===== src/design/raster_pkg.sv =====
package raster_pkg;

    localparam int FIXED_WIDTH = 32;
    localparam int FRAC_BITS = 16;
    localparam int INT_BITS = FIXED_WIDTH - FRAC_BITS;

    typedef struct packed {
        logic signed [INT_BITS-1:0] int_part; // Whole pixels.
        logic [FRAC_BITS-1:0] frac;
    } fixed_parts_t;

    // One Q16.16 word, seen as a number or as a pixel coordinate.
    typedef union packed {
        logic signed [FIXED_WIDTH-1:0] raw;
        fixed_parts_t parts;
    } fixed_t;

    typedef struct packed {
        fixed_t x;
        fixed_t y;
    } position_t;

    typedef struct packed {
        position_t position;
    } vertex_t;

    typedef struct packed {
        vertex_t v0;
        vertex_t v1;
        vertex_t v2;
    } triangle_t;

    typedef struct packed {
        logic [7:0] id;
        logic last; // Last triangle of the mesh.
    } triangle_metadata_t;

    typedef struct packed {
        triangle_t triangle;
        fixed_t area_inv;
    } attributed_triangle_t;

    typedef struct packed {
        logic [INT_BITS-1:0] x_min;
        logic [INT_BITS-1:0] y_min;
        logic [INT_BITS-1:0] x_max;
        logic [INT_BITS-1:0] y_max;
    } bbox_t;

    function automatic fixed_t add(fixed_t a, fixed_t b);
        fixed_t r;
        r.raw = a.raw + b.raw;
        return r;
    endfunction

    function automatic fixed_t sub(fixed_t a, fixed_t b);
        fixed_t r;
        r.raw = a.raw - b.raw;
        return r;
    endfunction

    function automatic fixed_t mul(fixed_t a, fixed_t b);
        logic signed [2*FIXED_WIDTH-1:0] wa;
        logic signed [2*FIXED_WIDTH-1:0] wb;
        logic signed [2*FIXED_WIDTH-1:0] prod;
        logic signed [2*FIXED_WIDTH-1:0] shifted;
        fixed_t r;
        wa = {{FIXED_WIDTH{a.raw[FIXED_WIDTH-1]}}, a.raw};
        wb = {{FIXED_WIDTH{b.raw[FIXED_WIDTH-1]}}, b.raw};
        prod = wa * wb;
        shifted = prod >>> FRAC_BITS;
        r.raw = shifted[FIXED_WIDTH-1:0];
        return r;
    endfunction

    // Edge function of v0 against edge v1-v2, twice the signed area.
    function automatic fixed_t triangle_area2(position_t p0, position_t p1, position_t p2);
        fixed_t term0;
        fixed_t term1;
        fixed_t term2;
        term0 = mul(sub(p1.y, p2.y), p0.x);
        term1 = mul(sub(p2.y, p0.y), p1.x);
        term2 = mul(sub(p0.y, p1.y), p2.x);
        return add(add(term0, term1), term2);
    endfunction

endpackage


===== src/design/attr_tri_if.sv =====
`timescale 1ns/1ps

interface attr_tri_if;
    import raster_pkg::*;

    logic valid;
    logic ready;
    attributed_triangle_t data;
    triangle_metadata_t metadata; // Travels beside data, not inside it.

    modport source (
        output valid,
        output data,
        output metadata,
        input  ready
    );

    modport sink (
        input  valid,
        input  data,
        input  metadata,
        output ready
    );

endinterface


===== src/design/triangle_bbox.sv =====
`timescale 1ns/1ps

module triangle_bbox #(
    parameter int SCREEN_WIDTH = 320,
    parameter int SCREEN_HEIGHT = 240
) (
    input  logic clk,
    input  logic rstn,
    attr_tri_if.sink attr_s,
    output logic out_valid,
    input  logic out_ready,
    output raster_pkg::triangle_t out_triangle,
    output raster_pkg::fixed_t out_area_inv,
    output raster_pkg::bbox_t out_bbox,
    output raster_pkg::triangle_metadata_t out_metadata
);
    import raster_pkg::*;

    localparam int X_LIMIT = SCREEN_WIDTH - 1;
    localparam int Y_LIMIT = SCREEN_HEIGHT - 1;

    typedef logic signed [INT_BITS-1:0] coord_t;

    function automatic coord_t min3(coord_t a, coord_t b, coord_t c);
        coord_t m;
        m = (a < b) ? a : b;
        return (m < c) ? m : c;
    endfunction

    function automatic coord_t max3(coord_t a, coord_t b, coord_t c);
        coord_t m;
        m = (a > b) ? a : b;
        return (m > c) ? m : c;
    endfunction

    function automatic logic [INT_BITS-1:0] clamp(coord_t v, int limit);
        logic [INT_BITS-1:0] r;
        r = v;
        if (v < 0) begin
            r = '0;
        end else if (v > limit) begin
            r = limit[INT_BITS-1:0];
        end
        return r;
    endfunction

    coord_t x0, x1, x2;
    coord_t y0, y1, y2;
    bbox_t box_c;
    logic load;

    assign x0 = attr_s.data.triangle.v0.position.x.parts.int_part;
    assign x1 = attr_s.data.triangle.v1.position.x.parts.int_part;
    assign x2 = attr_s.data.triangle.v2.position.x.parts.int_part;
    assign y0 = attr_s.data.triangle.v0.position.y.parts.int_part;
    assign y1 = attr_s.data.triangle.v1.position.y.parts.int_part;
    assign y2 = attr_s.data.triangle.v2.position.y.parts.int_part;

    always_comb begin
        box_c.x_min = clamp(min3(x0, x1, x2), X_LIMIT);
        box_c.y_min = clamp(min3(y0, y1, y2), Y_LIMIT);
        box_c.x_max = clamp(max3(x0, x1, x2), X_LIMIT);
        box_c.y_max = clamp(max3(y0, y1, y2), Y_LIMIT);
    end

    // Slot takes a new entry when empty or draining this cycle.
    assign attr_s.ready = !out_valid || out_ready;
    assign load = attr_s.valid && attr_s.ready;

    always_ff @(posedge clk or negedge rstn) begin
        if (!rstn) begin
            out_valid <= 1'b0;
        end else if (load) begin
            out_valid <= 1'b1;
        end else if (out_ready) begin
            out_valid <= 1'b0;
        end
    end

    always_ff @(posedge clk) begin
        if (load) begin
            out_triangle <= attr_s.data.triangle;
            out_area_inv <= attr_s.data.area_inv;
            out_bbox <= box_c;
            out_metadata <= attr_s.metadata;
        end
    end

endmodule


===== src/flat_wrapper.sv =====
// flat-port wrapper written by rule: the top's interface ports become plain ports
module triangle_bbox_flat import raster_pkg::*;
#(
    parameter int SCREEN_WIDTH = 320,
    parameter int SCREEN_HEIGHT = 240
)
  (clk, rstn, out_valid, out_ready, out_triangle, out_area_inv, out_bbox, out_metadata, attr_s_valid, attr_s_data, attr_s_metadata, attr_s_ready);
  attr_tri_if attr_s_i ();
  input  logic clk;
  input  logic rstn;
  output logic out_valid;
  input  logic out_ready;
  output raster_pkg::triangle_t out_triangle;
  output raster_pkg::fixed_t out_area_inv;
  output raster_pkg::bbox_t out_bbox;
  output raster_pkg::triangle_metadata_t out_metadata;
  input wire logic [$bits(attr_s_i.valid)-1:0] attr_s_valid;
  input wire logic [$bits(attr_s_i.data)-1:0] attr_s_data;
  input wire logic [$bits(attr_s_i.metadata)-1:0] attr_s_metadata;
  output wire logic [$bits(attr_s_i.ready)-1:0] attr_s_ready;
  assign attr_s_i.valid = attr_s_valid;
  assign attr_s_i.data = attr_s_data;
  assign attr_s_i.metadata = attr_s_metadata;
  assign attr_s_ready = attr_s_i.ready;
  triangle_bbox #(.SCREEN_WIDTH(SCREEN_WIDTH), .SCREEN_HEIGHT(SCREEN_HEIGHT)) u_core (.clk(clk), .rstn(rstn), .attr_s(attr_s_i), .out_valid(out_valid), .out_ready(out_ready), .out_triangle(out_triangle), .out_area_inv(out_area_inv), .out_bbox(out_bbox), .out_metadata(out_metadata));
endmodule

===== config.mk =====
export PLATFORM = sky130hd
export DESIGN_NAME = triangle_bbox_flat
export DESIGN_NICKNAME = d
export VERILOG_FILES = /design/src/design/raster_pkg.sv /design/src/design/attr_tri_if.sv /design/src/design/triangle_bbox.sv /design/src/flat_wrapper.sv
export SDC_FILE = /design/constraint.sdc
export NUM_CORES = 1
export LEC_CHECK = 0
export ABC_AREA = 0
export BUFFER_PORTS_ARGS = -buffer_cell sky130_fd_sc_hd__buf_2
export CELL_PAD_IN_SITES_DETAIL_PLACEMENT = 0
export CELL_PAD_IN_SITES_GLOBAL_PLACEMENT = 2
export CORE_AREA = 2 2 211 213
export CTS_CLUSTER_SIZE = 20
export DETAILED_ROUTE_END_ITERATION = 10
export DIE_AREA = 0 0 213 215
export PLACE_DENSITY = 0.89
export SLEW_MARGIN = 20
export SYNTH_ARGS = -nofsm -noshare
export SYNTH_HDL_FRONTEND = slang
export SYNTH_SLANG_ARGS = --single-unit

===== constraint.sdc =====
create_clock -name clk -period 12 [get_ports clk]
set_input_delay 2.4 -clock clk [delete_from_list [all_inputs] [get_ports clk]]
set_output_delay 2.4 -clock clk [all_outputs]
set_load 0.05 [all_outputs]

== Word level (Yosys, flattened, before mapping) ==
Cells that the tools add are included.
Word-level totals
  register bits: 298
  input bits: 237
  output and inout bits: 299
  word-level logic and storage cells: 56
Cells by class
  order comparisons: 16
  multiplexer cells: 14
  reduce and logical (&&, ||, !) cells: 8
Operator list (count)
  $mux 16: 8
  $gt 16x16->1: 4
  $lt 16x1->1 const B: 4
  $lt 16x16->1: 4
  $gt 16x10->1 const B: 2
  $gt 16x9->1 const B: 2
  $mux 9: 2
  $mux 8: 2
  $reduce_or 2->1: 4
  $mux 1: 2
  $reduce_bool 2->1: 1
  $logic_and 1x1->1: 1
  $logic_not 1->1: 1
  $logic_or 1x1->1: 1

== Longest topological paths before layout ==
Gate-level depths: netlist (run 1).
  depth after elaboration: 6
  mapped depth: 25
  gate-level depth less buffers: 22

== Worst setup path after synthesis (run 1) ==
Ideal clock, no wire load.
  kind: input to register
  start: in out_ready
  end: reg u_core.out_area_inv[0] in the netlist's numbering, enable pin
  setup time: 0.695 ns
  data arrival time: 9.653 ns
  data required time: 11.305 ns
  setup slack: 1.652 ns
  stages on the path: 2
  buffers on the path: 0
  path through: nand2b_1 and2_1
On the way
  longest elaborated chain between the ends: 2
RTL lines
  start, declared: RTL line flat_wrapper.sv:12  | input logic out_ready;
  $logic_or 1x1->1: RTL line triangle_bbox.sv:67  | assign attr_s.ready = !out_valid || out_ready;
  $logic_and 1x1->1: RTL line triangle_bbox.sv:68  | assign load = attr_s.valid && attr_s.ready;
  via u_core.load: RTL line triangle_bbox.sv:50  | logic load;
  end signal, assigned: RTL line triangle_bbox.sv:83  | out_area_inv <= attr_s.data.area_inv;
  end, declared: RTL line triangle_bbox.sv:13  | output raster_pkg::fixed_t out_area_inv,
The timed path passes the listed nets, and every way through them passes these cells.
A chain may end at the register's enable or synchronous reset.

== Worst setup path in the final report (run 1) ==
  start: in attr_s_data[153]
  end: reg u_core.out_bbox[17] (netlist name)
On the way
  longest elaborated chain between the ends: 6
  elaborated cells between the ends (all ways): 7
  classes of those cells: order compare (4); mux (3)
RTL lines
  start, declared: RTL line flat_wrapper.sv:18  | input wire logic [$bits(attr_s_i.data)-1:0] attr_s_data;
  $gt 16x16->1: RTL line triangle_bbox.sv:32  | m = (a > b) ? a : b;
  $mux 16 (*): RTL line triangle_bbox.sv:32
  $gt 16x16->1: RTL line triangle_bbox.sv:33  | return (m > c) ? m : c;
  $mux 16 (*): RTL line triangle_bbox.sv:33
  $gt 16x10->1: RTL line triangle_bbox.sv:41  | end else if (v > limit) begin
  $mux 9: RTL line triangle_bbox.sv:41
Mark *: on every way between the ends. The rest lies on a longest branch, timed or not.

==> results of run 1 <==
==> critical path, stage by stage <==
cell	delay, ns
buf_2	0.13
inv_1	0.10
ha_1	0.32
nand4_1	0.14
nor4_1	0.50
o21ai_0	0.19
o211ai_1	0.25
mux2_2	0.61
a31oi_2	0.54
buf_4	0.33
mux2_2	0.40
ha_1	0.18
a21o_1	0.15
a21o_1	0.16
a21oi_1	0.16
o21ai_0	0.09
a21oi_1	0.14
mux2_2	0.49
mux2_2	0.33
a21boi_0	0.14
o21ai_2	0.22
o21ai_0	0.12
==> power groups by stage <==
stage               Combinational [mW]  Sequential, mW  Clock, mW
detailed placement               0.687            1.27          0
floorplan                        0.254            1.52          0
finish                           0.686            1.25       1.06
global route                     0.744            1.26       1.13
global placement                 0.680            1.27          0
CTS                              0.689            1.25       1.10
==> synthesized netlist by cell type, types with 5 or more instances <==
cell | number | share of area (%)
a21o_1 | 24 | 1.4
a21oi_1 | 49 | 1.9
a311oi_1 | 7 | 0.47
a31oi_1 | 5 | 0.24
clkbuf_1 | 11 | 0.32
edfxtp_1 | 297 | 68
ha_1 | 94 | 9.0
inv_1 | 74 | 2.1
mux2_2 | 19 | 1.6
mux2i_1 | 24 | 1.8
nand2_1 | 82 | 2.4
nand2b_1 | 6 | 0.29
nand3_1 | 7 | 0.27
nand4_1 | 17 | 0.81
nor2_1 | 23 | 0.66
nor2b_1 | 7 | 0.34
nor3_1 | 7 | 0.27
nor4_1 | 8 | 0.38
o21ai_0 | 79 | 3.0
o31a_1 | 5 | 0.34
or2_2 | 6 | 0.29
==> logic make-up (layout without fill, tap and decap cells) <==
kind of cell	count (synthesis)	count (layout)	share of synthesized area, %
fa+ha+maj	94	94	9.00
mux	44	44	3.59
buf+inv	91	676	2.71
flops	298	298	68.5
other cells	1	34	0.0287
compound gates	195	195	8.99
simple gates	183	183	7.20
==> per-layer routing <==
layer	vias to the layer above	track usage [%]
met3	57	4.11
met4	2	5.66
li1	4602	-
met2	350	29.0
met5	-	0
met1	4632	21.6
==> how the worst min path moves through the flow <==
| stage | endpoint | cells past startpoint | from | slack, ns |
|---|---|---|---|---|
| 6_report | u_core.out_valid | 2 | u_core.out_valid | 0.55 |
| 2_1_floorplan | u_core.out_valid | 2 | u_core.out_valid | 1.18 |
| 3_3_place_gp | u_core.out_valid | 2 | u_core.out_valid | 0.54 |
| 3_5_place_dp | u_core.out_valid | 2 | u_core.out_valid | 0.54 |
| 5_1_grt | u_core.out_valid | 2 | u_core.out_valid | 0.61 |
| 4_1_cts | u_core.out_valid | 2 | u_core.out_valid | 0.56 |
==> layout make-up <==
cell class / instances / share of cell area (%)
sequential: 298 / 50.4
multi-input combinational: 546 / 22.0
timing repair buffer: 541 / 15.4
clock buffer: 38 / 4.99
tap: 592 / 4.17
inverter: 74 / 1.56
clock inverter: 23 / 1.50
antenna: 4 / 0.0564
==> registers in the layout, summed over array words and instances, names as in the netlist <==
name                 count
u_core.out_triangle    192
u_core.out_bbox         64
u_core.out_metadata      9
u_core.out_area_inv     32
u_core.out_valid         1
==> impl_metrics.py, run 1 <==
metrics = {
    "yosys": {
        "ys_seq_area_share_pct": 68.5,
        "ys.flop_type": "edfxtp_1",
        "synth-seq-cells": 298,
        "synth_cells": 906,
        "synth_edf_count": 297,
        "syn_area_um2": 13100,
        "synthArstFlopShare_pct": 0.336,
        "yosysWarnings": 0,
        "yosysUniqueCellTypes": 59,
        "avgSynthCellArea_um2": 14.4,
    },
    "die": {
        "die_h_um": 215,
        "die-width_um": 213,
        "num_rows": 77,
        "ioPinCount": 536,
        "start_util_pct": 29.9,
        "fp.coreArea_um2": 43600,
        "fp.dieArea_um2": 45800,
    },
    "route": {
        "wl_per_cell_um": 19.2,
        "drc": 0,
        "vias": 9643,
        "postRouteAntennaNets": 0,
        "wl_met1_um": 17000,
        "drt_first_pass_iters": 5,
        "vias_per_cell": 4.56,
        "wl_met2_um": 19800,
        "drt-total-wl_um": 40600,
        "drt_iter0_markers": 616,
        "routed.top_layer": "met5",
        "dr_wl_met3_um": 2760,
    },
    "critical_path": {
        "cp-end-kind": "flop",
        "critPathLaunch": "attr_s_data[153]",
        "worstPathArrival_ns": 8.10,
        "reg2reg_depth": 3,
        "startpoint_type": "primary input",
        "r2r_slack_ns": 9.60,
        "worstSetupEndpoint": "u_core.out_bbox[17]",
        "r2r-end": "u_core.out_triangle[122]",
        "rr_startpoint": "u_core.out_valid",
        "crit_required_ns": 12.27,
        "crit_type": "in2reg",
        "cp_max_fo": 31,
    },
    "global_route": {
        "grt_pass1_wl_um": 58800,
        "grt_overflow": 0,
        "antenna_found_initial": 4,
        "grt_usage_pct": 17.2,
        "grt_max_degree": 179,
        "grt_pass1_vias": 9699,
    },
    "power_and_ir_drop": {
        "ir_drop_mv": 0.107,
        "p_per_area_nw_per_um2": 169,
        "p_total_mw": 3.00,
        "power.share.clock_pct": 35.4,
        "p_seq_share_pct": 41.7,
        "p_leak_nw": 7.76,
        "p_comb_share_pct": 22.9,
        "p_int_mw": 2.07,
        "p_switching_mw": 0.934,
        "sw_frac_of_total_pct": 31.1,
    },
    "final_layout": {
        "layout.nets": 1827,
        "areaGrowthSynthToFinish_pct": 36.0,
        "nFillCells": 4139,
        "final_common_cell": "buf_2",
        "most-common-layout-cells": "535 x buf_2, 297 x edfxtp_1, 94 x ha_1, 82 x nand2_1, 79 x o21ai_0",
        "multi_input_area_um2": 3900,
        "final_area_um2": 17800,
        "postLayoutCoreUtil_pct": 40.7,
        "fin_cells": 2116,
        "drive_gt1_share_pct": 41.7,
        "seq_area_um2": 8940,
    },
    "clock_network": {
        "cts_resized": 0,
        "tritoncts": "done",
        "cts.sinks": 298,
        "postCtsHoldBufs": 0,
        "clock_path_buffers": 3,
        "ctsRootBufferMaster": "clkbuf_16",
        "clk-insertion-delay-late_ns": 0.53,
        "cts_buffers": 35,
        "path_clk_slew_ns": 0.06,
        "postCtsSetupRepairBufs": 0,
        "htreeDepth": 2,
    },
    "sta": {
        "fin_hold_ws_ns": 0.554,
        "fin_crit_ns": 7.82,
        "worstMarginPinSlew_ns": 1.06,
        "slew_viol_final": 0,
        "rsz0062_at_grt": "false",
        "fin_tns_setup_ns": 0,
        "relSlewSlack_pct": 29.5,
        "finalCritPeriodShare_pct": 65.2,
        "max_freq_mhz": 128,
        "final_hold_viol_count": 0,
        "setup_violations": 0,
        "setup_ws_ns": 4.18,
        "fin_skew_ns": 0.0142,
    },
    "run_status": {
        "status": "completed",
    },
    "place": {
        "place_area_um2": 16600,
        "dp_slack_ns": 3.65,
        "place_congestion": 0.864,
        "port_buffers": 535,
        "placed_cells": 2051,
        "hpwl_um": 32100,
    },
    "min_path": {
        "holdCritPathClass": "reg2reg",
    },
    "run": {
        "max_cap_violations": 0,
    },
}
(Power assumes the default switching activity.)
==> run 2: changes to the inputs <==
Settings changed: ABC_AREA 0 to 1, CORE_AREA 2 2 211 213 to not set, CORE_UTILIZATION set to 30, DIE_AREA 0 0 213 215 to not set, PLACE_DENSITY 0.89 to 0.91.
Clock period 12 ns to 7.2 ns, I/O delays scaled along.
==> run 2 against run 1 <==
  * Global-route usage is essentially flat
  * Non-clock buffer count rose by 4
  * Clock skew hardly changed
  * Largest power group unchanged
  * Critical path depth grew 10
  * Critical endpoint is now u_core.out_bbox[23]
  * Highest routed layer unchanged
  * Worst setup slack got worse by 3.0 ns
  * Hold slack better by 0.072 ns
  * Synthesized cell count rose by 24%
  * Sequential share of layout area decreased by 1.1 points
==> impl_metrics.py, run 2 <==
metrics = {
    "power_and_ir_drop": {
        "p_per_area_nw_per_um2": 285,
        "p_int_mw": 3.42,
        "p_leak_nw": 8.38,
        "p_switching_mw": 1.75,
        "ir_drop_mv": 0.177,
        "p_comb_share_pct": 25.6,
        "p_seq_share_pct": 40.4,
        "sw_frac_of_total_pct": 33.9,
        "power.share.clock_pct": 34.0,
    },
    "route": {
        "wl_per_cell_um": 17.4,
        "drt_first_pass_iters": 6,
        "drc": 0,
        "drt-total-wl_um": 40700,
        "postRouteAntennaNets": 0,
        "drt_iter0_markers": 537,
        "vias_per_cell": 4.46,
        "vias": 10500,
    },
    "sta": {
        "fin_hold_ws_ns": 0.626,
        "fin_skew_ns": 0.0142,
        "final_hold_viol_count": 0,
        "slew_viol_final": 0,
        "relSlewSlack_pct": 30.7,
        "fin_crit_ns": 6.05,
        "setup_ws_ns": 1.15,
        "max_freq_mhz": 165,
        "setup_violations": 0,
        "rsz0062_at_grt": "false",
        "fin_tns_setup_ns": 0,
        "worstMarginPinSlew_ns": 1.04,
        "finalCritPeriodShare_pct": 84.1,
    },
    "clock_network": {
        "path_clk_slew_ns": 0.06,
        "clk-insertion-delay-late_ns": 0.55,
        "ctsRootBufferMaster": "clkbuf_16",
        "postCtsHoldBufs": 0,
        "cts_buffers": 35,
        "postCtsSetupRepairBufs": 0,
        "cts.sinks": 298,
        "htreeDepth": 2,
        "cts_resized": 0,
        "tritoncts": "done",
        "clock_path_buffers": 3,
    },
    "global_route": {
        "grt_pass1_vias": 10000,
        "antenna_found_initial": 13,
        "grt_overflow": 0,
        "grt_max_degree": 133,
        "grt_pass1_wl_um": 58100,
        "grt_usage_pct": 17.2,
    },
    "yosys": {
        "synth_cells": 1127,
        "synth-seq-cells": 298,
        "synth_area_leader_cell": "edfxtp_1",
        "ys.flop_type": "edfxtp_1",
        "ys_seq_area_share_pct": 66.6,
        "avgSynthCellArea_um2": 11.9,
        "synthArstFlopShare_pct": 0.336,
        "synth_most_common_cell": "edfxtp_1",
        "synth.top_cell.area_share_pct": 66.4,
        "yosysWarnings": 0,
        "synth_commonest_cells": "297 x edfxtp_1, 241 x nand2_1, 150 x inv_1",
        "synth_edf_count": 297,
        "yosysUniqueCellTypes": 39,
        "syn_area_um2": 13400,
        "yosys-top-cells-area": "edfxtp_1 66%, ha_1 8.8%, nand2_1 6.7%",
    },
    "critical_path": {
        "crit_top_cell": "nand2_1",
        "worstPathArrival_ns": 6.46,
        "cp-end-kind": "flop",
        "reg2reg_depth": 3,
        "cp_slowest_cell": "nand2_2",
        "crit_required_ns": 7.60,
        "cp_max_fo": 30,
        "crit_type": "in2reg",
        "crit_family": "simple AND/OR/NAND/NOR gates",
        "r2r_slack_ns": 4.92,
        "rr_startpoint": "u_core.out_valid",
        "r2r-end": "u_core.out_triangle[124]",
        "critPathMaxStageDelay_ns": 0.37,
        "startpoint_type": "primary input",
        "cp_num_buf_inv": 6,
    },
    "die": {
        "num_rows": 77,
        "ioPinCount": 536,
        "fp.dieArea_um2": 45600,
        "start_util_pct": 30.4,
        "die-width_um": 214,
        "fp.coreArea_um2": 44200,
        "die_h_um": 214,
    },
    "min_path": {
        "whs_path_depth": 2,
        "min_from": "u_core.out_valid",
        "hold_end": "u_core.out_valid",
        "holdCritPathClass": "reg2reg",
    },
    "final_layout": {
        "drive_gt1_share_pct": 36.3,
        "layout.nets": 2049,
        "top_register": "u_core.out_triangle",
        "multi_input_area_um2": 3960,
        "most-common-layout-cells": "535 x buf_2, 297 x edfxtp_1, 241 x nand2_1, 150 x inv_1, 98 x o21ai_0",
        "top_regs": "u_core.out_triangle: 192 flops, u_core.out_bbox: 64 flops, u_core.out_area_inv: 32 flops",
        "fin_cells": 2344,
        "areaGrowthSynthToFinish_pct": 35.1,
        "seq_area_um2": 8940,
        "final_common_cell": "buf_2",
        "nFillCells": 4290,
        "largest_reg_flops": 192,
        "final_area_um2": 18100,
    },
    "place": {
        "place_congestion": 0.905,
        "port_buffers": 535,
        "hpwl_um": 32800,
        "placed_cells": 2273,
        "dp_slack_ns": 0.631,
        "place_area_um2": 17000,
    },
    "run_status": {
        "status": "completed",
    },
    "run": {
        "max_cap_violations": 0,
    },
}
==> run 2: cell types whose count changed after synthesis, moves of 8 or more <==
| cell | change |
|---|---|
| nand2_2 | +12 |
| a21o_1 | -23 |
| inv_1 | +76 |
| mux2_2 | -19 |
| nor4_1 | -8 |
| nand2_1 | +159 |
| o21ai_1 | +12 |
| nor2_1 | +34 |
| nand3_1 | +34 |
| o21ai_0 | +19 |
| mux2i_1 | -24 |
==> run 2: kinds of logic after synthesis <==
family	Yosys count	share of synthesized area [%]
simple gates	392	12.9
buf+inv	170	4.89
compound gates	172	6.87
other cells	1	0.0279
flops	298	66.6
fa+ha+maj	94	8.76
==> run 2: power by group through the flow <==
| stage | registers, mW | clock network, mW | logic, mW |
|---|---|---|---|
| 5_1_grt | 2.10 | 1.87 | 1.46 |
| 6_report | 2.09 | 1.76 | 1.33 |
| 2_1_floorplan | 2.53 | 0 | 0.568 |
| 3_3_place_gp | 2.12 | 0 | 1.31 |
| 4_1_cts | 2.09 | 1.82 | 1.33 |
| 3_5_place_dp | 2.13 | 0 | 1.33 |
==> run 2: how the worst max path moves through the flow <==
stage / from / end / slack (ns) / cells after the start
2_1_floorplan: out_ready / u_core.out_area_inv[0] / 0.27 / 2
3_3_place_gp: attr_s_data[159] / u_core.out_bbox[23] / 0.76 / 32
3_5_place_dp: attr_s_data[159] / u_core.out_bbox[23] / 0.63 / 32
4_1_cts: attr_s_data[159] / u_core.out_bbox[23] / 1.19 / 32
5_1_grt: attr_s_data[159] / u_core.out_bbox[23] / 0.60 / 32
6_report: attr_s_data[159] / u_core.out_bbox[23] / 1.15 / 32
==> run 2: area by class of cell <==
type                       count  share of cell area (%)
antenna                        7                  0.0966
clock buffer                  40                    4.93
clock inverter                24                    1.41
inverter                     150                    3.10
multi-input combinational    688                    21.8
sequential                   298                    49.3
tap                          592                    4.08
timing repair buffer         545                    15.2
==> run 2: metal layers <==
| layer | global-route usage, % | routed length [µm] |
|---|---|---|
| met5 | 0 | 78 |
| met4 | 7.04 | 1340 |
| met3 | 4.86 | 3420 |
| met2 | 28.9 | 19500 |
| met1 | 20.8 | 16400 |
==> run 2: through the flow <==
| stage | power [mW] | utilization, % |
|---|---|---|
| CTS | 5.25 | 41.0 |
| global placement | 3.44 | 38.4 |
| global route | 5.44 | 41.0 |
| finish | 5.18 | 41.0 |
| floorplan | 3.10 | - |
| detailed placement | 3.46 | 38.4 |
==> run 2: worst min-delay path: stages, from the launching register on <==
cell and delay [ns]:
dfrtp_1 0.41, nand2_1 0.11, nand2_1 0.08
==> run 3: changes to the inputs <==
Settings changed: CORE_UTILIZATION 30 to 27, PLACE_DENSITY 0.91 to 0.87.
Clock period 7.2 ns to 5.5 ns, I/O delays scaled along.
==> run 3 against run 2 <==
  * Sequential cell count stayed put
  * First-iteration DRC count up 9.9%
  * Worst setup slack worse by 0.68 ns
  * Critical path type unchanged
  * Clock-buffer cell count up 5
  * Wire length rose by 3.3%
==> impl_metrics.py, run 3 (synthesis results as in run 2) <==
metrics = {
    "clock_network": {
        "cts_buffers": 37,
        "postCtsSetupRepairBufs": 0,
        "clk-insertion-delay-late_ns": 0.54,
        "htreeDepth": 2,
        "tritoncts": "done",
        "path_clk_slew_ns": 0.06,
        "clock_path_buffers": 3,
        "cts.sinks": 298,
        "ctsRootBufferMaster": "clkbuf_16",
    },
    "min_path": {
        "holdCritPathClass": "in2async",
    },
    "die": {
        "start_util_pct": 27.4,
        "num_rows": 81,
        "die-width_um": 225,
        "die_h_um": 225,
        "fp.coreArea_um2": 49100,
        "fp.dieArea_um2": 50600,
        "ioPinCount": 536,
    },
    "final_layout": {
        "layout.nets": 2085,
        "final_common_cell": "buf_2",
        "top_register": "u_core.out_triangle",
        "postLayoutCoreUtil_pct": 37.7,
        "largest_reg_flops": 192,
        "top_regs": "u_core.out_triangle: 192 flops, u_core.out_bbox: 64 flops, u_core.out_area_inv: 32 flops",
        "areaGrowthSynthToFinish_pct": 37.5,
        "most-common-layout-cells": "535 x buf_2, 297 x edfxtp_1, 241 x nand2_1, 148 x inv_1, 98 x o21ai_0",
        "final_area_um2": 18500,
        "drive_gt1_share_pct": 37.7,
    },
    "run": {
        "max_cap_violations": 0,
    },
    "power_and_ir_drop": {
        "ir_drop_mv": 0.211,
        "p_per_area_nw_per_um2": 369,
        "p_leak_nw": 8.55,
    },
    "place": {
        "place_congestion": 0.854,
        "place_area_um2": 17300,
        "hpwl_um": 33600,
        "port_buffers": 535,
    },
    "critical_path": {
        "worstSetupEndpoint": "u_core.out_bbox[52]",
        "cp_max_fo": 29,
        "cp_slowest_cell": "o21ai_0",
        "reg2reg_depth": 2,
        "r2r_slack_ns": 3.71,
        "critPathMaxStageDelay_ns": 0.40,
        "crit_family": "simple AND/OR/NAND/NOR gates",
        "cp-end-kind": "flop",
        "worstPathArrival_ns": 5.33,
        "critPathLaunch": "attr_s_data[159]",
        "cp_num_buf_inv": 4,
        "rr_startpoint": "u_core.out_valid",
        "startpoint_type": "primary input",
        "worst-path-stages": 27,
        "r2r-end": "u_core.out_triangle[60]",
        "crit_type": "in2reg",
        "crit_top_cell": "nand2_1",
        "crit_required_ns": 5.79,
    },
    "route": {
        "vias_per_cell": 4.32,
        "postRouteAntennaNets": 0,
        "drt_first_pass_iters": 5,
        "drc": 0,
        "wl_per_cell_um": 17.2,
        "drt-total-wl_um": 42100,
        "vias": 10600,
        "drt_iter0_markers": 590,
    },
    "global_route": {
        "use_met2_pct": 26.1,
        "grt_usage_pct": 16.0,
        "antenna_found_initial": 16,
        "grt_pass1_wl_um": 60400,
        "busiest_layer": "met2",
        "use_met3_pct": 4.90,
        "grt_max_degree": 161,
        "grt_pass1_vias": 10200,
        "grt_overflow": 0,
        "grt_use_met1_pct": 19.9,
    },
    "sta": {
        "max_freq_mhz": 199,
        "slew_viol_final": 0,
        "fin_crit_ns": 5.04,
        "setup_violations": 0,
        "rsz0062_at_grt": "false",
        "worstMarginPinSlew_ns": 0.942,
        "relSlewSlack_pct": 37.2,
        "finalCritPeriodShare_pct": 91.6,
        "final_hold_viol_count": 0,
        "fin_skew_ns": 0.0105,
    },
    "run_status": {
        "status": "completed",
    },
}
[run 3: changes by cell type in the layout (fill, tap and decap cells not counted), moves of 3 or more]
cell        previous run  this run
buf_4                  9        42
diode_2                7         3
clkinv_1               6         3
clkinvlp_4             6         3
inv_6                  2         5
[run 3: power breakdown]
group	leakage [nW]	total, mW	switching, mW	internal [mW]
clock	0.543	2.27	0.962	1.31
combinational	5.16	1.81	1.30	0.508
sequential	2.84	2.73	0.0355	2.70
[run 3: repair_timing]
action	4_1_cts	5_1_grt
hold buffers	0	0
gates resized for setup	0	0
hold endpoints to repair	0	0
endpoints found under the setup margin	0	1
[run 3: final cells by class]
class                   count  area, µm²
clock inverters            19        156
inverters                 150        571
flip-flops and latches    298       8940
well taps                 664        831
clock buffers              45        966
repair buffers            579       3030
fillers                  4871      30600
multi-input cells         688       3960
diodes                      3       7.51
[run 3: worst min path at each step]
stage | slack [ns] | start | cells past startpoint | end
finish | 0.34 | rstn | 1 | u_core.out_valid
floorplan | 0.80 | rstn | 0 | u_core.out_valid
CTS | 0.30 | rstn | 1 | u_core.out_valid
detailed placement | 0.57 | u_core.out_valid | 2 | u_core.out_valid
global route | 0.31 | rstn | 1 | u_core.out_valid
global placement | 0.57 | u_core.out_valid | 2 | u_core.out_valid
[run 3: per-layer routing]
layer  vias up  routed length (µm)
met3        72                3380
met4        22                1180
met2       385               19600
met1      4907               17700
met5         -                 133
li1       5170                   -
[run 3: through the flow]
stage	hold slack, ns	setup slack, ns	std cells	setup TNS [ns]	total power [mW]
global placement	0.567	-0.0348	2379	-0.209	4.58
floorplan	0.804	-0.919	1156	-272.88	4.06
detailed placement	0.566	-0.136	2379	-1.07	4.60
global route	0.308	0.0231	2445	0	7.16
CTS	0.305	0.437	2443	0	6.91
finish	0.338	0.463	2446	0	6.82
